===== src/verilog/synth_ctrl_pkg.sv =====
// Control types for set-2 make/break bytes only; extended E0 codes are not decoded
package synth_ctrl_pkg;

    // ====================
    // Limits
    // ====================
    localparam int NUM_VOICES = 8;    // Polyphony
    localparam int FREQ_BITS  = 12;   // Base frequency in whole Hz
    localparam int OCTAVE_MIN = -3;
    localparam int OCTAVE_MAX = 3;
    localparam int PITCH_MAX  = 100;  // Hz either way
    localparam int PITCH_STEP = 4;    // Hz per V or B press

    // Control make codes plus the break prefix
    typedef enum logic [7:0] {
        Z_KEY        = 8'h1A,  // Octave down
        X_KEY        = 8'h22,  // Octave up
        C_KEY        = 8'h21,  // Echo toggle
        V_KEY        = 8'h2A,  // Pitch down
        B_KEY        = 8'h32,  // Pitch up
        BREAK_PREFIX = 8'hF0   // Next byte is a release
    } scan_code_e;

    typedef logic signed [2:0] octave_t;
    typedef logic signed [7:0] pitch_t;

    // One voice slot, 21 bits
    typedef struct packed {
        logic                 active;
        logic [7:0]           code;       // Scan code holding the slot
        logic [FREQ_BITS-1:0] base_freq;  // Untransposed note frequency
    } voice_t;

    typedef voice_t [NUM_VOICES-1:0] voice_bank_t;

    // Tone settings shared by all voices, 12 bits
    typedef struct packed {
        octave_t octave;
        pitch_t  pitch_mod;
        logic    delay_on;
    } tone_ctrl_t;

    // Status word seen outside, 20 bits
    typedef struct packed {
        octave_t                 octave;
        pitch_t                  pitch_mod;
        logic                    delay_on;
        logic [NUM_VOICES-1:0]   voice_active;
    } synth_status_t;

endpackage

===== src/verilog/audio_pkg.sv =====
// Audio path widths; PHASE_INC_MULT assumes a 100 MHz modclk and 32-bit phase
package audio_pkg;

    // ====================
    // DDS and output widths
    // ====================
    localparam int PHASE_BITS    = 32;
    localparam int LUT_ADDR_BITS = 5;     // 32-entry sine table
    localparam int PWM_BITS      = 10;    // Sample and PWM counter width

    // 2^32 / 100e6 is about 42.9 counts per Hz
    localparam int unsigned PHASE_INC_MULT = 42;

    // Echo length in modclk cycles, power of two
    localparam int DELAY_DEPTH = 1024;

    typedef logic [PHASE_BITS-1:0] phase_t;
    typedef logic [PWM_BITS-1:0]   sample_t;  // Unsigned, midscale is 512

    // One accumulator per voice
    typedef phase_t [synth_ctrl_pkg::NUM_VOICES-1:0] phase_bank_t;

endpackage


===== src/verilog/voice_dds.sv =====
// Frequencies are whole Hz and clamp at zero; phase restarts from zero whenever a voice is idle
`timescale 1ns/1ps

module voice_dds (
    input  logic                        modclk,
    input  logic                        reset,
    input  synth_ctrl_pkg::voice_bank_t voices,
    input  synth_ctrl_pkg::tone_ctrl_t  tone,
    output audio_pkg::phase_bank_t      phases
);
    import synth_ctrl_pkg::*;
    import audio_pkg::*;

    // Base << 3 plus 100 Hz still fits in 16 bits
    typedef logic [FREQ_BITS+3:0] play_freq_t;

    phase_t phase_inc [NUM_VOICES];  // Per-voice step, combinational

    // ====================
    // Transposition and offset
    // ====================
    function automatic play_freq_t voice_freq(input voice_t v, input tone_ctrl_t t);
        play_freq_t                  shifted;
        logic signed [FREQ_BITS+4:0] offset;   // One spare bit for the sign
        if (t.octave > 0)
            shifted = play_freq_t'(v.base_freq) << t.octave;        // Up
        else if (t.octave < 0)
            shifted = play_freq_t'(v.base_freq) >> 3'(-t.octave);   // Down
        else
            shifted = play_freq_t'(v.base_freq);
        offset = $signed({1'b0, shifted}) + t.pitch_mod;  // Sign-extends the offset
        // Negative frequency means silence, not a wrap
        if (offset < 0)
            return '0;
        return offset[FREQ_BITS+3:0];
    endfunction

    always_comb begin
        for (int i = 0; i < NUM_VOICES; i++) begin
            // Hz times counts per Hz
            phase_inc[i] = phase_t'(voice_freq(voices[i], tone)) * PHASE_INC_MULT;
        end
    end

    // ====================
    // Accumulators
    // ====================
    always_ff @(posedge modclk or posedge reset) begin
        if (reset) begin
            phases <= '0;
        end else begin
            for (int i = 0; i < NUM_VOICES; i++) begin
                if (voices[i].active)
                    phases[i] <= phases[i] + phase_inc[i];  // Wraps once per period
                else
                    phases[i] <= '0;                        // Note starts at phase 0
            end
        end
    end

endmodule


===== config.mk =====
export PLATFORM = sky130hd
export DESIGN_NAME = voice_dds
export DESIGN_NICKNAME = d
export VERILOG_FILES = /design/src/verilog/synth_ctrl_pkg.sv /design/src/verilog/audio_pkg.sv /design/src/verilog/voice_dds.sv
export SDC_FILE = /design/constraint.sdc
export NUM_CORES = 2
export LEC_CHECK = 0
export ABC_CLOCK_PERIOD_IN_PS = 13200
export BUFFER_PORTS_ARGS = -buffer_cell sky130_fd_sc_hd__buf_2
export CAP_MARGIN = 15
export CORE_MARGIN = 1.5
export CORE_UTILIZATION = 60
export DETAILED_ROUTE_END_ITERATION = 6
export PLACE_DENSITY = 0.81
export REMOVE_ABC_BUFFERS = 1
export SYNTH_ARGS = -nofsm -noshare
export SYNTH_HDL_FRONTEND = slang
export SYNTH_SLANG_ARGS = --single-unit

===== constraint.sdc =====
create_clock -name modclk -period 13.2 [get_ports modclk]
set_input_delay 2.64 -clock modclk [delete_from_list [all_inputs] [get_ports modclk]]
set_output_delay 2.64 -clock modclk [all_outputs]
set_load 0.02 [all_outputs]

==> flow_summary.toml <==
[status]
outcome = "completed"

[route]
vias = 41800
via_per_inst = 6.08
drtPass1Iterations = 6
drt_wl_total_um = 122000
drt_iter0_markers = 3273
drcViolationCount = 0
wl_per_cell_um = 17.8
drtAntennaViolNets = 0

[sta]
period_needed_ns = 12.12
setup_tns_ns = 0
max_freq_mhz = 82.5
rsz0062_at_grt = "false"
setup_viol = 0
max_slew_margin_pct = 32.7
tightest_slew_ns = 1.00
whs_ns = 0.566
finClkSkew_ns = 0.0126
maxSlewViolCount = 0
hold_viol = 0
post-route-period-util_pct = 91.8

[layout]
largest_register_ff_count = 248
final_cell_mix = "704 x ha_1, 506 x nand2_1, 502 x a21oi_1"
top_regs = "phases: 248 flops"
area_growth_pct = 8.71
largest_register = "phases"
final_common_cell = "ha_1"
nets = 6826
drive_above_1_share_pct = 10.2

[floorplan]
initial_core_util_pct = 60.5
die_w_um = 274
core_area_um2 = 72800
die_h_um = 274
ioPinCount = 438
num_rows = 99
dieArea_um2 = 75100

[run]
drv_cap = 0

[synthesis]
synth-edff-count = 0
synthesis.area_um2 = 44100
ys_async_sr_fraction_pct = 100
muxShareOfSynthArea_pct = 6.99
avgSynthCellArea_um2 = 7.87
ys_types = 109
ys_seq_area_share_pct = 14.1
ys_ff_latch = 248
syn-instance-count = 5599
synth_top_family_by_area = "adder cells"
yosys_warnings = 0
synth_compound_area_share_pct = 22.3
synth_fa_ha_area_share_pct = 24.4
synth-simple-area-share_pct = 17.5
synthFlopType = "dfrtp_1"
synth-xor-area-share_pct = 8.54

[worst_setup_path]
cpMostUsedCell = "a21oi_1"
max_stage_delay_ns = 0.78
critical_path_class = "input pin to register"
critPathLaunchType = "input pin"
crit-reg2reg-launch = "phases[101]"
end_kind = "register"
crit_start = "tone[10]"
crit_fanout = 63
slowest_stage = "a2111oi_0"
worstPathArrival_ns = 12.60
cp_data_required_time_ns = 13.68

[placement]
place_congestion = 0.941
dpl.hpwl_um = 94800
portBuffers = 364

[clocking]
cts_buffer_depth = 3
cts_resized = 0
root_buffer = "clkbuf_16"
post_cts_buffers = 0
postCtsHoldBufs = 0
cts.sinks = 248
path_clk_slew_ns = 0.06
clk_latency_ns = 0.61
numCtsBuffers = 31
cts_max_level = 1
tritoncts = "yes"

[pwr]
powerDensity_nw_per_um2 = 277
totalPowerFinal_mw = 13.3
leakage_nw = 25.2
vdd_ir_drop_max_mv = 0.269

[grt]
antenna_found_initial = 55
met1_usage_pct = 40.9
grt_pass1_vias = 40000
grt_util_all_layers_pct = 31.6
grt_start_max_net_pins = 167
globalRouteMet3Util_pct = 5.00
top_usage_layer = "met2"
grt_pass1_wl_um = 198000
grt-ovfl-total = 0
use_met2_pct = 51.8

[min_path]
min_from = "phases[158]"
hold_path_class = "register to register"
==> cell families after synthesis <==
| group | count (synthesis) |
|---|---|
| simple gates | 1617 |
| compound gates | 1518 |
| fa+ha+maj | 802 |
| buf+inv | 708 |
| xor+xnor | 428 |
| mux | 277 |
| flops | 248 |
| other cells | 1 |
==> cell usage after synthesis, drive strengths merged, types with 41 or more instances <==
| master | number | share of area [%] |
|---|---|---|
| a211oi | 54 | 0.99 |
| a21o | 178 | 3.0 |
| a21oi | 508 | 5.8 |
| a31oi | 41 | 0.62 |
| and2 | 161 | 2.3 |
| and3 | 77 | 1.1 |
| clkbuf | 165 | 1.4 |
| dfrtp | 248 | 14 |
| fa | 96 | 4.4 |
| ha | 706 | 20 |
| inv | 499 | 4.2 |
| mux2i | 219 | 5.0 |
| nand2 | 507 | 4.3 |
| nand3 | 107 | 1.2 |
| nand4 | 59 | 0.84 |
| nor2 | 411 | 3.5 |
| nor2b | 59 | 0.84 |
| nor3 | 87 | 1.0 |
| o21a | 48 | 0.83 |
| o21ai | 287 | 3.3 |
| o21bai | 89 | 1.5 |
| xnor2 | 307 | 6.1 |
| xor2 | 121 | 2.4 |
==> layer usage <==
| metal | share of wire (%) | up-vias |
|---|---|---|
| li1 | - | 20500 |
| met1 | 43 | 19600 |
| met2 | 45 | 1353 |
| met3 | 6.7 | 323 |
| met4 | 4.5 | 38 |
| met5 | 0.20 | - |
==> per-stage QoR <==
step	util (%)	cell area, um^2	setup slack, ns	instances
final	65.8	47900	1.08	6872
after global routing	65.7	47900	0.0412	6856
after global placement	64.2	46700	0.781	6768
after detailed placement	64.2	46700	0.578	6768
after CTS	65.6	47800	1.17	6825
after floorplan	-	43300	-3.06	5401
==> where the power goes <==
part	total [mW]	switching, mW	leakage [nW]	internal, mW
sequential	1.19	0.171	3.29	1.02
combinational	11.2	6.42	21.4	4.73
clock	0.910	0.367	0.517	0.542
==> area by class of cell <==
type | count | area (um^2)
multi-input combinational | 4650 | 35200
sequential | 248 | 6210
tap | 959 | 1200
fill | 6220 | 24900
inverter | 503 | 1900
clock inverter | 17 | 218
clock buffer | 40 | 840
timing repair buffer | 408 | 2220
antenna | 47 | 118
==> path summary, 6_finish.rpt <==
check	slack, ns	cells past startpoint	to
worst max register to register	9.67	11	phases[120]
worst max-delay path	1.08	41	phases[29]
max in group asynchronous	9.12	4	phases[102]
worst min register to register	0.57	2	phases[158]
worst min-delay path	0.57	2	phases[158]
min in group asynchronous	2.07	2	phases[51]
==> worst max-delay path, delay by kind of cell <==
kind                     cells  cell delay (ns)
adder cells (fa/ha/maj)      7             2.43
buffers and inverters        4             0.76
multiplexers                 2             0.72
AND/OR/NAND/NOR              5             1.01
XOR/XNOR                     2             0.77
AO/OA/AOI/OAI               21             4.27
Note: power is estimated with default switching activity, not from simulation.
