File: config.mk
export PLATFORM = sky130hd
export DESIGN_NAME = key_control
export DESIGN_NICKNAME = d
export VERILOG_FILES = /design/src/verilog/synth_ctrl_pkg.sv /design/src/verilog/key_control.sv
export SDC_FILE = /design/constraint.sdc
export NUM_CORES = 1
export LEC_CHECK = 0
export BUFFER_PORTS_ARGS = -buffer_cell sky130_fd_sc_hd__buf_4
export CORE_AREA = 2 2 82 84
export DETAILED_ROUTE_END_ITERATION = 12
export DIE_AREA = 0 0 84 86
export PLACE_DENSITY = 0.88
export RECOVER_POWER = 100
export SLEW_MARGIN = 20
export SYNTH_ARGS = -nofsm -noshare
export SYNTH_HDL_FRONTEND = slang
export SYNTH_SLANG_ARGS = --single-unit
File: constraint.sdc
create_clock -name modclk -period 4 [get_ports modclk]
set_clock_uncertainty 0.15 [all_clocks]
set_input_delay 0.8 -clock modclk [delete_from_list [all_inputs] [get_ports modclk]]
set_output_delay 0.8 -clock modclk [all_outputs]
set_load 0.01 [all_outputs]
File: src/verilog/freq_table.mem
// Base frequency in Hz (hex) per scan code; row n holds codes n0..nF; 000 = not a note
000 000 000 000 000 000 000 000 000 000 000 000 000 000 000 000
000 000 000 000 000 000 000 000 000 000 000 07B 06E 000 000 000
000 000 000 083 000 000 000 000 000 000 000 093 000 000 000 000
000 000 000 0AF 0A5 000 000 000 000 000 000 0C4 000 000 000 000
000 000 0DC 000 000 000 000 000 000 000 000 0F7 106 000 000 000
000 000 000 000 000 000 000 000 000 000 000 000 000 000 000 000
000 000 000 000 000 000 000 000 000 000 000 000 000 000 000 000
000 000 000 000 000 000 000 000 000 000 000 000 000 000 000 000
000 000 000 000 000 000 000 000 000 000 000 000 000 000 000 000
000 000 000 000 000 000 000 000 000 000 000 000 000 000 000 000
000 000 000 000 000 000 000 000 000 000 000 000 000 000 000 000
000 000 000 000 000 000 000 000 000 000 000 000 000 000 000 000
000 000 000 000 000 000 000 000 000 000 000 000 000 000 000 000
000 000 000 000 000 000 000 000 000 000 000 000 000 000 000 000
000 000 000 000 000 000 000 000 000 000 000 000 000 000 000 000
000 000 000 000 000 000 000 000 000 000 000 000 000 000 000 000

File: src/verilog/synth_ctrl_pkg.sv
// Control types for set-2 make/break bytes only; extended E0 codes are not decoded
package synth_ctrl_pkg;

    // ====================
    // Limits
    // ====================
    localparam int NUM_VOICES = 8;    // Polyphony
    localparam int FREQ_BITS  = 12;   // Base frequency in whole Hz
    localparam int OCTAVE_MIN = -3;
    localparam int OCTAVE_MAX = 3;
    localparam int PITCH_MAX  = 100;  // Hz either way
    localparam int PITCH_STEP = 4;    // Hz per V or B press

    // Control make codes plus the break prefix
    typedef enum logic [7:0] {
        Z_KEY        = 8'h1A,  // Octave down
        X_KEY        = 8'h22,  // Octave up
        C_KEY        = 8'h21,  // Echo toggle
        V_KEY        = 8'h2A,  // Pitch down
        B_KEY        = 8'h32,  // Pitch up
        BREAK_PREFIX = 8'hF0   // Next byte is a release
    } scan_code_e;

    typedef logic signed [2:0] octave_t;
    typedef logic signed [7:0] pitch_t;

    // One voice slot, 21 bits
    typedef struct packed {
        logic                 active;
        logic [7:0]           code;       // Scan code holding the slot
        logic [FREQ_BITS-1:0] base_freq;  // Untransposed note frequency
    } voice_t;

    typedef voice_t [NUM_VOICES-1:0] voice_bank_t;

    // Tone settings shared by all voices, 12 bits
    typedef struct packed {
        octave_t octave;
        pitch_t  pitch_mod;
        logic    delay_on;
    } tone_ctrl_t;

    // Status word seen outside, 20 bits
    typedef struct packed {
        octave_t                 octave;
        pitch_t                  pitch_mod;
        logic                    delay_on;
        logic [NUM_VOICES-1:0]   voice_active;
    } synth_status_t;

endpackage
File: src/verilog/key_control.sv
// Bytes must arrive decoded with a one-cycle strobe; reads verilog/freq_table.mem from the run dir
`timescale 1ns/1ps

module key_control (
    input  logic                          modclk,
    input  logic                          reset,
    input  synth_ctrl_pkg::scan_code_e    key_byte,
    input  logic                          key_valid,   // One cycle per byte
    output synth_ctrl_pkg::voice_bank_t   voices,
    output synth_ctrl_pkg::tone_ctrl_t    tone,
    output synth_ctrl_pkg::synth_status_t status
);
    import synth_ctrl_pkg::*;

    typedef enum logic {
        IDLE,   // Next byte is a make code
        BREAK   // F0 seen, next byte is released
    } key_state_e;

    key_state_e           state;
    logic [FREQ_BITS-1:0] freq_table [256];  // Zero means not a note
    logic [FREQ_BITS-1:0] key_freq;          // Table entry of this byte
    logic                 held;              // Code already sounding
    int                   free_slot;         // NUM_VOICES when the bank is full

    initial $readmemh("/design/src/verilog/freq_table.mem", freq_table);

    assign key_freq = freq_table[key_byte];

    // ====================
    // Slot search
    // ====================
    always_comb begin
        held      = 1'b0;
        free_slot = NUM_VOICES;
        // Walk downward so the lowest free slot wins
        for (int i = NUM_VOICES - 1; i >= 0; i--) begin
            if (voices[i].active && voices[i].code == key_byte)
                held = 1'b1;
            if (!voices[i].active)
                free_slot = i;
        end
    end

    // ====================
    // Byte handling
    // ====================
    always_ff @(posedge modclk or posedge reset) begin
        if (reset) begin
            state  <= IDLE;
            voices <= '0;
            tone   <= '0;
        end else if (key_valid) begin
            if (key_byte == BREAK_PREFIX) begin
                state <= BREAK;                       // Arm release
            end else if (state == BREAK) begin
                state <= IDLE;
                for (int i = 0; i < NUM_VOICES; i++) begin
                    if (voices[i].code == key_byte)
                        voices[i].active <= 1'b0;     // Free every match
                end
            end else begin
                case (key_byte)
                    Z_KEY: if (tone.octave > OCTAVE_MIN)
                        tone.octave <= tone.octave - 3'sd1;
                    X_KEY: if (tone.octave < OCTAVE_MAX)
                        tone.octave <= tone.octave + 3'sd1;
                    C_KEY: tone.delay_on <= ~tone.delay_on;
                    V_KEY: if (tone.pitch_mod > -PITCH_MAX)
                        tone.pitch_mod <= tone.pitch_mod - pitch_t'(PITCH_STEP);
                    B_KEY: if (tone.pitch_mod < PITCH_MAX)
                        tone.pitch_mod <= tone.pitch_mod + pitch_t'(PITCH_STEP);
                    default: begin
                        // Musical key: new note into the lowest free slot
                        if (key_freq != '0 && !held && free_slot < NUM_VOICES) begin
                            voices[free_slot].active    <= 1'b1;
                            voices[free_slot].code      <= key_byte;
                            voices[free_slot].base_freq <= key_freq;
                        end
                        // Full bank drops the key silently
                    end
                endcase
            end
        end
    end

    // Status straight from the registers
    always_comb begin
        status.octave    = tone.octave;
        status.pitch_mod = tone.pitch_mod;
        status.delay_on  = tone.delay_on;
        for (int i = 0; i < NUM_VOICES; i++)
            status.voice_active[i] = voices[i].active;
    end

endmodule

==> results of run 1 <==
cell families after synthesis:
kind of cell / after synthesis / synth area share [%]
buffers and inverters: 194 / 63.98
AND/OR/NAND/NOR: 24 / 7.846
AO/OA/AOI/OAI: 20 / 6.851
flip-flops: 11 / 12.15
XOR/XNOR: 7 / 2.707
adder cells (fa/ha/maj): 6 / 3.978
multiplexers: 4 / 2.320
other: 1 / 0.1656
cells in the mapped netlist (3+ instances only):
cell type  count  area, µm²
ha_1           4      50.05
xor2_1         3      26.28
a211o_1        3      26.28
dfrtp_1       11      275.3
nand2_1        6      22.52
xnor2_1        4      35.03
o21ai_1        3      15.01
buf_4        190       1426
inv_1          3      11.26
sequential cells by signal, indices dropped and copies added, names as in the netlist:
| register | cells |
|---|---|
| state | 1 |
| status | 10 |
worst paths after layout:
path	start	to	slack [ns]	cells past startpoint
max	key_byte[0]	status[16]	0.72	10
min	status[8]	status[8]	0.34	1
max reg2reg	status[12]	status[16]	1.86	6
min reg2reg	status[8]	status[8]	0.34	1
max in group asynchronous	reset	status[17]	2.99	2
min in group asynchronous	reset	status[12]	0.41	2
layout by cell type (no fill, tap or decap), drive strengths merged, types with 2 or more instances in the layout:
cell type,synthesis,routed
a211o,3,3
a211oi,2,2
a21o,2,2
a21oi,3,3
buf,191,7
clkbuf,0,27
conb,1,180
dfrtp,11,11
fa,2,2
ha,4,4
inv,3,3
mux2,4,4
nand2,6,6
nand3b,2,2
nor2,2,2
nor3,2,2
nor3b,2,2
o21ai,4,4
xnor2,4,4
xor2,3,3
final cells by class:
class / count / area (µm²) / share of cell area [%]
clock buffer: 4 / 45.04 / 2.579
inverter: 3 / 11.26 / 0.6447
tap: 77 / 96.34 / 5.516
sequential: 11 / 275.3 / 15.76
timing repair buffer: 30 / 142.6 / 8.166
multi-input combinational: 241 / 1176 / 67.34
routing by layer:
| layer | up-vias | wire length, µm | global-route usage (%) |
|---|---|---|---|
| met5 | - | 0 | 0 |
| met4 | 0 | 8 | 1.760 |
| met3 | 2 | 430 | 1.444 |
| met2 | 112 | 1690 | 11.42 |
| met1 | 559 | 891 | 6.032 |
| li1 | 533 | - | - |
where the power goes:
group / internal, µW / total, µW / switching (µW)
Combinational: 63.6 / 214 / 150
Sequential: 126 / 152 / 25.7
Clock: 69.8 / 109 / 39.6
metrics by stage:
stage / utilization, % / setup slack [ns]
6_report: 27.83 / 0.7225
5_1_grt: 27.83 / 0.5392
4_1_cts: 29.72 / 1.003
3_5_place_dp: 29.00 / 0.7818
3_3_place_gp: 29.00 / 0.8962
2_1_floorplan: - / 1.137
==> flow_summary.json, run 1 <==
{
  "syn_avg_cell_area_um2": 8.482,
  "path_clk_slew_ns": 0.05,
  "track_usage_pct": 5.803,
  "synth_edf_count": 0,
  "critPathTopFamily": "compound AO/OA/AOI/OAI gates",
  "synthFlopType": "dfrtp_1",
  "postSynthCellCount": 267,
  "htree_levels": 1,
  "hold_slack_ns": 0.3438,
  "leakagePower_uw": 0.001012,
  "post-route-min-period_ns": 3.278,
  "ys_types": 41,
  "clock_latency_ns": 0.23,
  "drcViolationCount": 0,
  "syn2layout_area_growth_pct": -22.87,
  "setup_violations": 0,
  "ys_seq_area_share_pct": 12.15,
  "finalWirelength_um": 3021,
  "cp-start-kind": "input port",
  "critPathRequiredTime_ns": 4.01,
  "grt_pass1_vias": 807,
  "dieArea_um2": 7224,
  "ys_async_sr_fraction_pct": 100.0,
  "hold_viol_final": 0,
  "cts_tree": "yes",
  "hold_class": "flip-flop to flip-flop",
  "dr.first_iter.drc_count": 10,
  "setup.worst_path.class": "input port to flip-flop",
  "dp_hpwl_um": 2621,
  "via_count": 1206,
  "path_buf_inv": 2,
  "cts.repair.resized": 0,
  "antenna_cells": 0,
  "start_util_pct": 36.08,
  "slowest_delay_ns": 0.50,
  "power.total_uw": 475.1,
  "num_rows": 29,
  "rsz0062_at_grt": "false",
  "cts_buffer_depth": 2,
  "root_buffer": "clkbuf_8",
  "max_freq_mhz": 305.1,
  "die_y_um": 86,
  "path_cells": "clkbuf_1 -> nor4b_1 -> and3_1 -> inv_1 -> ha_1 -> a211oi_1 -> o21bai_1 -> a211o_1 -> a21oi_1 -> xor2_1",
  "cts_setup_buffers": 0,
  "synth_area_um2": 2265,
  "io_buffers": 30,
  "status": "complete, no violations",
  "firstDrtPassIters": 4,
  "ios": 211,
  "crit_arrival_ns": 3.29,
  "fin_nets": 307,
  "ys_ff_latch": 11,
  "relSlewSlack_pct": 56.19,
  "period_share_pct": 81.94,
  "ant_nets": 0,
  "gp_congestion": 0.8292,
  "avgViaCountPerCell": 3.295,
  "path_max_fanout": 5,
  "layout.cells.non_filler": 366,
  "powerDensity_nw_per_um2": 272.0,
  "grt_max_degree": 12,
  "core_area_um2": 6277,
  "dpl.cell_count": 362,
  "die_w_um": 84,
  "grt_overflow_total": 0,
  "slew_violations": 0,
  "yosysWarnings": 0,
  "antenna_found_initial": 0,
  "nFillCells": 701,
  "numClockSinks": 11,
  "place_area_um2": 1821,
  "numCtsBuffers": 3,
  "ir_drop_mv": 0.2194,
  "final.setup.tns_ns": 0,
  "drive_gt1_share_pct": 6.228,
  "wl_per_cell_um": 8.254,
  "crit_path_end_kind": "flip-flop",
  "cap_violations": 0,
  "stdcell_area_um2": 1747,
  "crit_slowest_cell": "nor4b_1",
  "cts_hold_buf": 0,
  "grt_pass1_wl_um": 3594,
  "tightest_slew_ns": 0.6487
}
Note: power is estimated with default switching activity, not from simulation.
==> run 2: changes to the inputs <==
--- a/config.mk
+++ b/config.mk
@@ -6,10 +6,10 @@
 export NUM_CORES = 1
 export LEC_CHECK = 0
 export BUFFER_PORTS_ARGS = -buffer_cell sky130_fd_sc_hd__buf_4
-export CORE_AREA = 2 2 82 84
+export CORE_MARGIN = 2
+export CORE_UTILIZATION = 38
 export DETAILED_ROUTE_END_ITERATION = 12
-export DIE_AREA = 0 0 84 86
-export PLACE_DENSITY = 0.88
+export PLACE_DENSITY = 0.92
 export RECOVER_POWER = 100
 export SLEW_MARGIN = 20
 export SYNTH_ARGS = -nofsm -noshare
==> constraint.sdc (replaced) <==
create_clock -name modclk -period 3.4 [get_ports modclk]
set_clock_uncertainty 0.15 [all_clocks]
set_input_delay 0.68 -clock modclk [delete_from_list [all_inputs] [get_ports modclk]]
set_output_delay 0.68 -clock modclk [all_outputs]
set_load 0.01 [all_outputs]
==> flow_summary.json, run 2 (synthesized netlist as in run 1, its figures left out) <==
{
  "cp-start-kind": "input port",
  "slew_violations": 0,
  "cts_buffer_depth": 2,
  "utilization_pct": 30.07,
  "htree_levels": 1,
  "powerDensity_nw_per_um2": 323.1,
  "final_common_cell": "conb_1",
  "cts.repair.resized": 0,
  "wl_per_cell_um": 8.212,
  "drive_gt1_share_pct": 6.574,
  "leakagePower_uw": 0.001019,
  "layout_setup_ws_ns": 0.4236,
  "antenna_cells": 0,
  "numCtsBuffers": 3,
  "die_w_um": 81.20,
  "setup_violations": 0,
  "crit_slowest_cell": "nor4b_4",
  "dr.first_iter.drc_count": 10,
  "power_frac_seq_pct": 31.5,
  "cts_tree": "yes",
  "power.share.combinational_pct": 44.8,
  "netSwitchingPower_uw": 262.2,
  "io_buffers": 30,
  "ir_drop_mv": 0.1897,
  "grt_pass1_vias": 852,
  "stdcell_area_um2": 1759,
  "path_cells": "clkbuf_1 -> nor4b_4 -> and3_1 -> inv_1 -> ha_1 -> a211oi_1 -> o21bai_1 -> a211o_1 -> a21oi_1 -> xor2_1",
  "path_buf_inv": 2,
  "hold_class": "input port to async pin",
  "start_util_pct": 38.71,
  "switching_share_pct": 46.12,
  "period_share_pct": 87.54,
  "pwr-share-clk_pct": 23.7,
  "place_area_um2": 1818,
  "grt_pass1_wl_um": 3663,
  "final.setup.tns_ns": 0,
  "cts_hold_buf": 0,
  "critPathTopFamily": "compound AO/OA/AOI/OAI gates",
  "setup.worst_path.class": "input port to flip-flop",
  "power.total_uw": 568.4,
  "dieArea_um2": 6593,
  "crit_arrival_ns": 2.99,
  "grt_overflow_total": 0,
  "avgViaCountPerCell": 3.321,
  "crit_path_end_kind": "flip-flop",
  "cap_violations": 0,
  "path_clk_slew_ns": 0.05,
  "dp_hpwl_um": 2583,
  "ant_nets": 0,
  "rsz0062_at_grt": "false",
  "ios": 211,
  "path_max_fanout": 5,
  "tightest_slew_ns": 0.6708,
  "track_usage_pct": 7.158,
  "numClockSinks": 11,
  "finalWirelength_um": 2989,
  "root_buffer": "clkbuf_8",
  "die_y_um": 81.20,
  "grt_max_degree": 12,
  "largest_register_ffs": 10,
  "status": "complete, no violations",
  "via_count": 1209,
  "p_int_uw": 306.3,
  "num_rows": 28,
  "core_area_um2": 5851,
  "hold_viol_final": 0,
  "gp_congestion": 0.7224,
  "slowest_delay_ns": 0.35,
  "antenna_found_initial": 0,
  "cts_setup_buffers": 0,
  "fin_nets": 307,
  "max_freq_mhz": 336.0,
  "layout_common_cells": "conb_1 (180), clkbuf_1 (23), dfrtp_1 (11)",
  "relSlewSlack_pct": 54.70,
  "drcViolationCount": 0,
  "critPathRequiredTime_ns": 3.42,
  "pre_cts_slack_ns": 0.2513,
  "clock_latency_ns": 0.24,
  "syn2layout_area_growth_pct": -22.32,
  "post-route-min-period_ns": 2.976,
  "firstDrtPassIters": 3
}
## run 2: cell counts in the layout (fill, tap and decap cells not counted)
No cell type changed its count.
## run 2: area by class of cell
type	count	area, µm²
clock buffer	4	45.04
fill	675	4091
inverter	3	11.26
multi-input combinational	241	1191
sequential	11	275.3
tap	75	93.84
timing repair buffer	30	142.6
## run 2: per-stage QoR
step,std cells,hold slack (ns)
after global placement,360,0.3345
after detailed placement,360,0.3553
after global routing,364,0.3229
final,364,0.2831
after floorplan,446,0.3313
after CTS,364,0.2874
## run 2: worst reg2reg max path: cells and delay by family (launching register included)
| kind | cells | cell delay (ns) |
|---|---|---|
| DFF | 1 | 0.46 |
| adders and majority gates | 1 | 0.35 |
| xor gates and xnor gates | 1 | 0.16 |
| AOI/OAI and AO/OA | 4 | 0.94 |
## run 2: power by group through the flow
| stage | Clock (µW) | Combinational, µW | Sequential [µW] |
|---|---|---|---|
| 2_1_floorplan | 0 | 365 | 182 |
| 5_1_grt | 142 | 286 | 183 |
| 6_report | 135 | 254 | 179 |
| 4_1_cts | 138 | 282 | 180 |
| 3_5_place_dp | 0 | 282 | 182 |
| 3_3_place_gp | 0 | 270 | 181 |
## run 2: worst paths after layout
kind	start	endpoint	slack [ns]	depth (start not counted)
setup reg to reg	status[12]	status[16]	1.27	6
setup / recovery	key_byte[0]	status[16]	0.42	10
hold / removal	reset	status[14]	0.28	2
min in group modclk	state	state	0.36	1
max in group asynchronous	reset	status[13]	2.52	2
hold reg to reg	state	state	0.36	1
## run 2: per-layer routing
metal / track usage, % / part of all wire (%)
met5: 0 / 0
met3: 1.444 / 15
met1: 5.878 / 27
met2: 14.79 / 57
met4: 4.915 / 1.4
==> run 3: changes to the inputs <==
--- a/config.mk
+++ b/config.mk
@@ -9,6 +9,7 @@
 export CORE_MARGIN = 2
 export CORE_UTILIZATION = 38
 export DETAILED_ROUTE_END_ITERATION = 12
+export MAX_ROUTING_LAYER = met4
 export PLACE_DENSITY = 0.92
 export RECOVER_POWER = 100
 export SLEW_MARGIN = 20
==> flow_summary.json, run 3 (synthesized netlist as in run 1, its figures left out) <==
{
  "status": "complete, no violations",
  "crit_path_end_kind": "flip-flop",
  "fin_nets": 307,
  "hold_class": "input port to async pin",
  "ios": 211,
  "path_max_fanout": 5,
  "crit_arrival_ns": 3.00,
  "stdcell_area_um2": 1759,
  "leakagePower_uw": 0.001019,
  "drcViolationCount": 0,
  "pre_cts_slack_ns": 0.2513,
  "htree_levels": 1,
  "num_rows": 28,
  "gp_congestion": 0.7309,
  "cts_setup_buffers": 0,
  "hold_viol_final": 0,
  "cap_violations": 0,
  "clock_latency_ns": 0.24,
  "final_common_cell": "conb_1",
  "netSwitchingPower_uw": 262.2,
  "place_area_um2": 1818,
  "ir_drop_mv": 0.1898,
  "numCtsBuffers": 3,
  "antenna_found_initial": 0,
  "period_share_pct": 87.56,
  "dr.first_iter.drc_count": 13,
  "path_clk_slew_ns": 0.05,
  "crit_slowest_cell": "nor4b_4",
  "power.total_uw": 568.5,
  "finalWirelength_um": 2991,
  "critPathRequiredTime_ns": 3.42,
  "layout_setup_ws_ns": 0.4230,
  "hold_slack_ns": 0.2831,
  "die_w_um": 81.20,
  "largest_register_ffs": 10,
  "max_freq_mhz": 335.9,
  "syn2layout_area_growth_pct": -22.32,
  "power_frac_seq_pct": 31.5,
  "io_buffers": 30,
  "powerDensity_nw_per_um2": 323.2,
  "regArea_um2": 275.3,
  "grt_pass1_wl_um": 3663,
  "worst-path-stages": 10,
  "grt_overflow_total": 0,
  "slowest_delay_ns": 0.35,
  "nFillCells": 675,
  "cts.repair.resized": 0,
  "setup.worst_path.class": "input port to flip-flop",
  "numClockSinks": 11,
  "firstDrtPassIters": 3,
  "final.setup.tns_ns": 0,
  "layout_common_cells": "conb_1 (180), clkbuf_1 (23), dfrtp_1 (11)",
  "switching_share_pct": 46.13,
  "wl_per_cell_um": 8.217,
  "via_count": 1216,
  "path_cells": "clkbuf_1 -> nor4b_4 -> and3_1 -> inv_1 -> ha_1 -> a211oi_1 -> o21bai_1 -> a211o_1 -> a21oi_1 -> xor2_1",
  "rsz0062_at_grt": "false",
  "cp-start-kind": "input port",
  "critPathTopFamily": "compound AO/OA/AOI/OAI gates",
  "slew_violations": 0,
  "power.share.combinational_pct": 44.8,
  "p_int_uw": 306.3,
  "relSlewSlack_pct": 54.71,
  "antenna_cells": 0,
  "setup_violations": 0,
  "avgViaCountPerCell": 3.341,
  "path_buf_inv": 2,
  "cts_buffer_depth": 2,
  "post-route-min-period_ns": 2.977,
  "cts_hold_buf": 0,
  "r2r_cells": 6,
  "die_y_um": 81.20,
  "tightest_slew_ns": 0.6706,
  "start_util_pct": 38.71,
  "grt_max_degree": 12,
  "ant_nets": 0,
  "cts_tree": "yes",
  "core_area_um2": 5851,
  "dieArea_um2": 6593,
  "drive_gt1_share_pct": 6.574,
  "multi_input_area_um2": 1191,
  "dp_hpwl_um": 2583,
  "pwr-share-clk_pct": 23.7,
  "root_buffer": "clkbuf_8",
  "grt_pass1_vias": 852,
  "track_usage_pct": 7.362
}
==> run 3: layout make-up <==
cell class / count / area share, %
clock buffers: 4 / 2.560
multi-input cells: 241 / 67.71
flip-flops and latches: 11 / 15.65
inverters: 3 / 0.6401
well taps: 75 / 5.334
repair buffers: 30 / 8.108
==> run 3: metrics by stage <==
stage          instances  utilization (%)
2_1_floorplan        446                -
3_3_place_gp         360            31.07
3_5_place_dp         360            31.07
4_1_cts              364            31.84
5_1_grt              364            30.07
6_report             364            30.07
==> run 3: worst paths after layout <==
check	end	from	slack, ns
max	status[16]	key_byte[0]	0.42
min	status[14]	reset	0.28
max reg2reg	status[16]	status[12]	1.27
min reg2reg	state	state	0.36
max in group asynchronous	status[13]	reset	2.52
min in group modclk	state	state	0.36
==> run 3: power by group through the flow <==
stage	Sequential (µW)	Clock (µW)	Combinational, µW
after CTS	180	138	282
after global routing	183	142	286
final	179	135	254
after global placement	181	0	270
after detailed placement	182	0	282
after floorplan	182	0	365
==> run 3: layer usage <==
metal	routed length, µm	GRT usage [%]	share of wire (%)
met3	443	1.222	15
met5	0	-	0
met2	1684	14.79	56
met1	820	6.012	27
met4	44	4.915	1.5
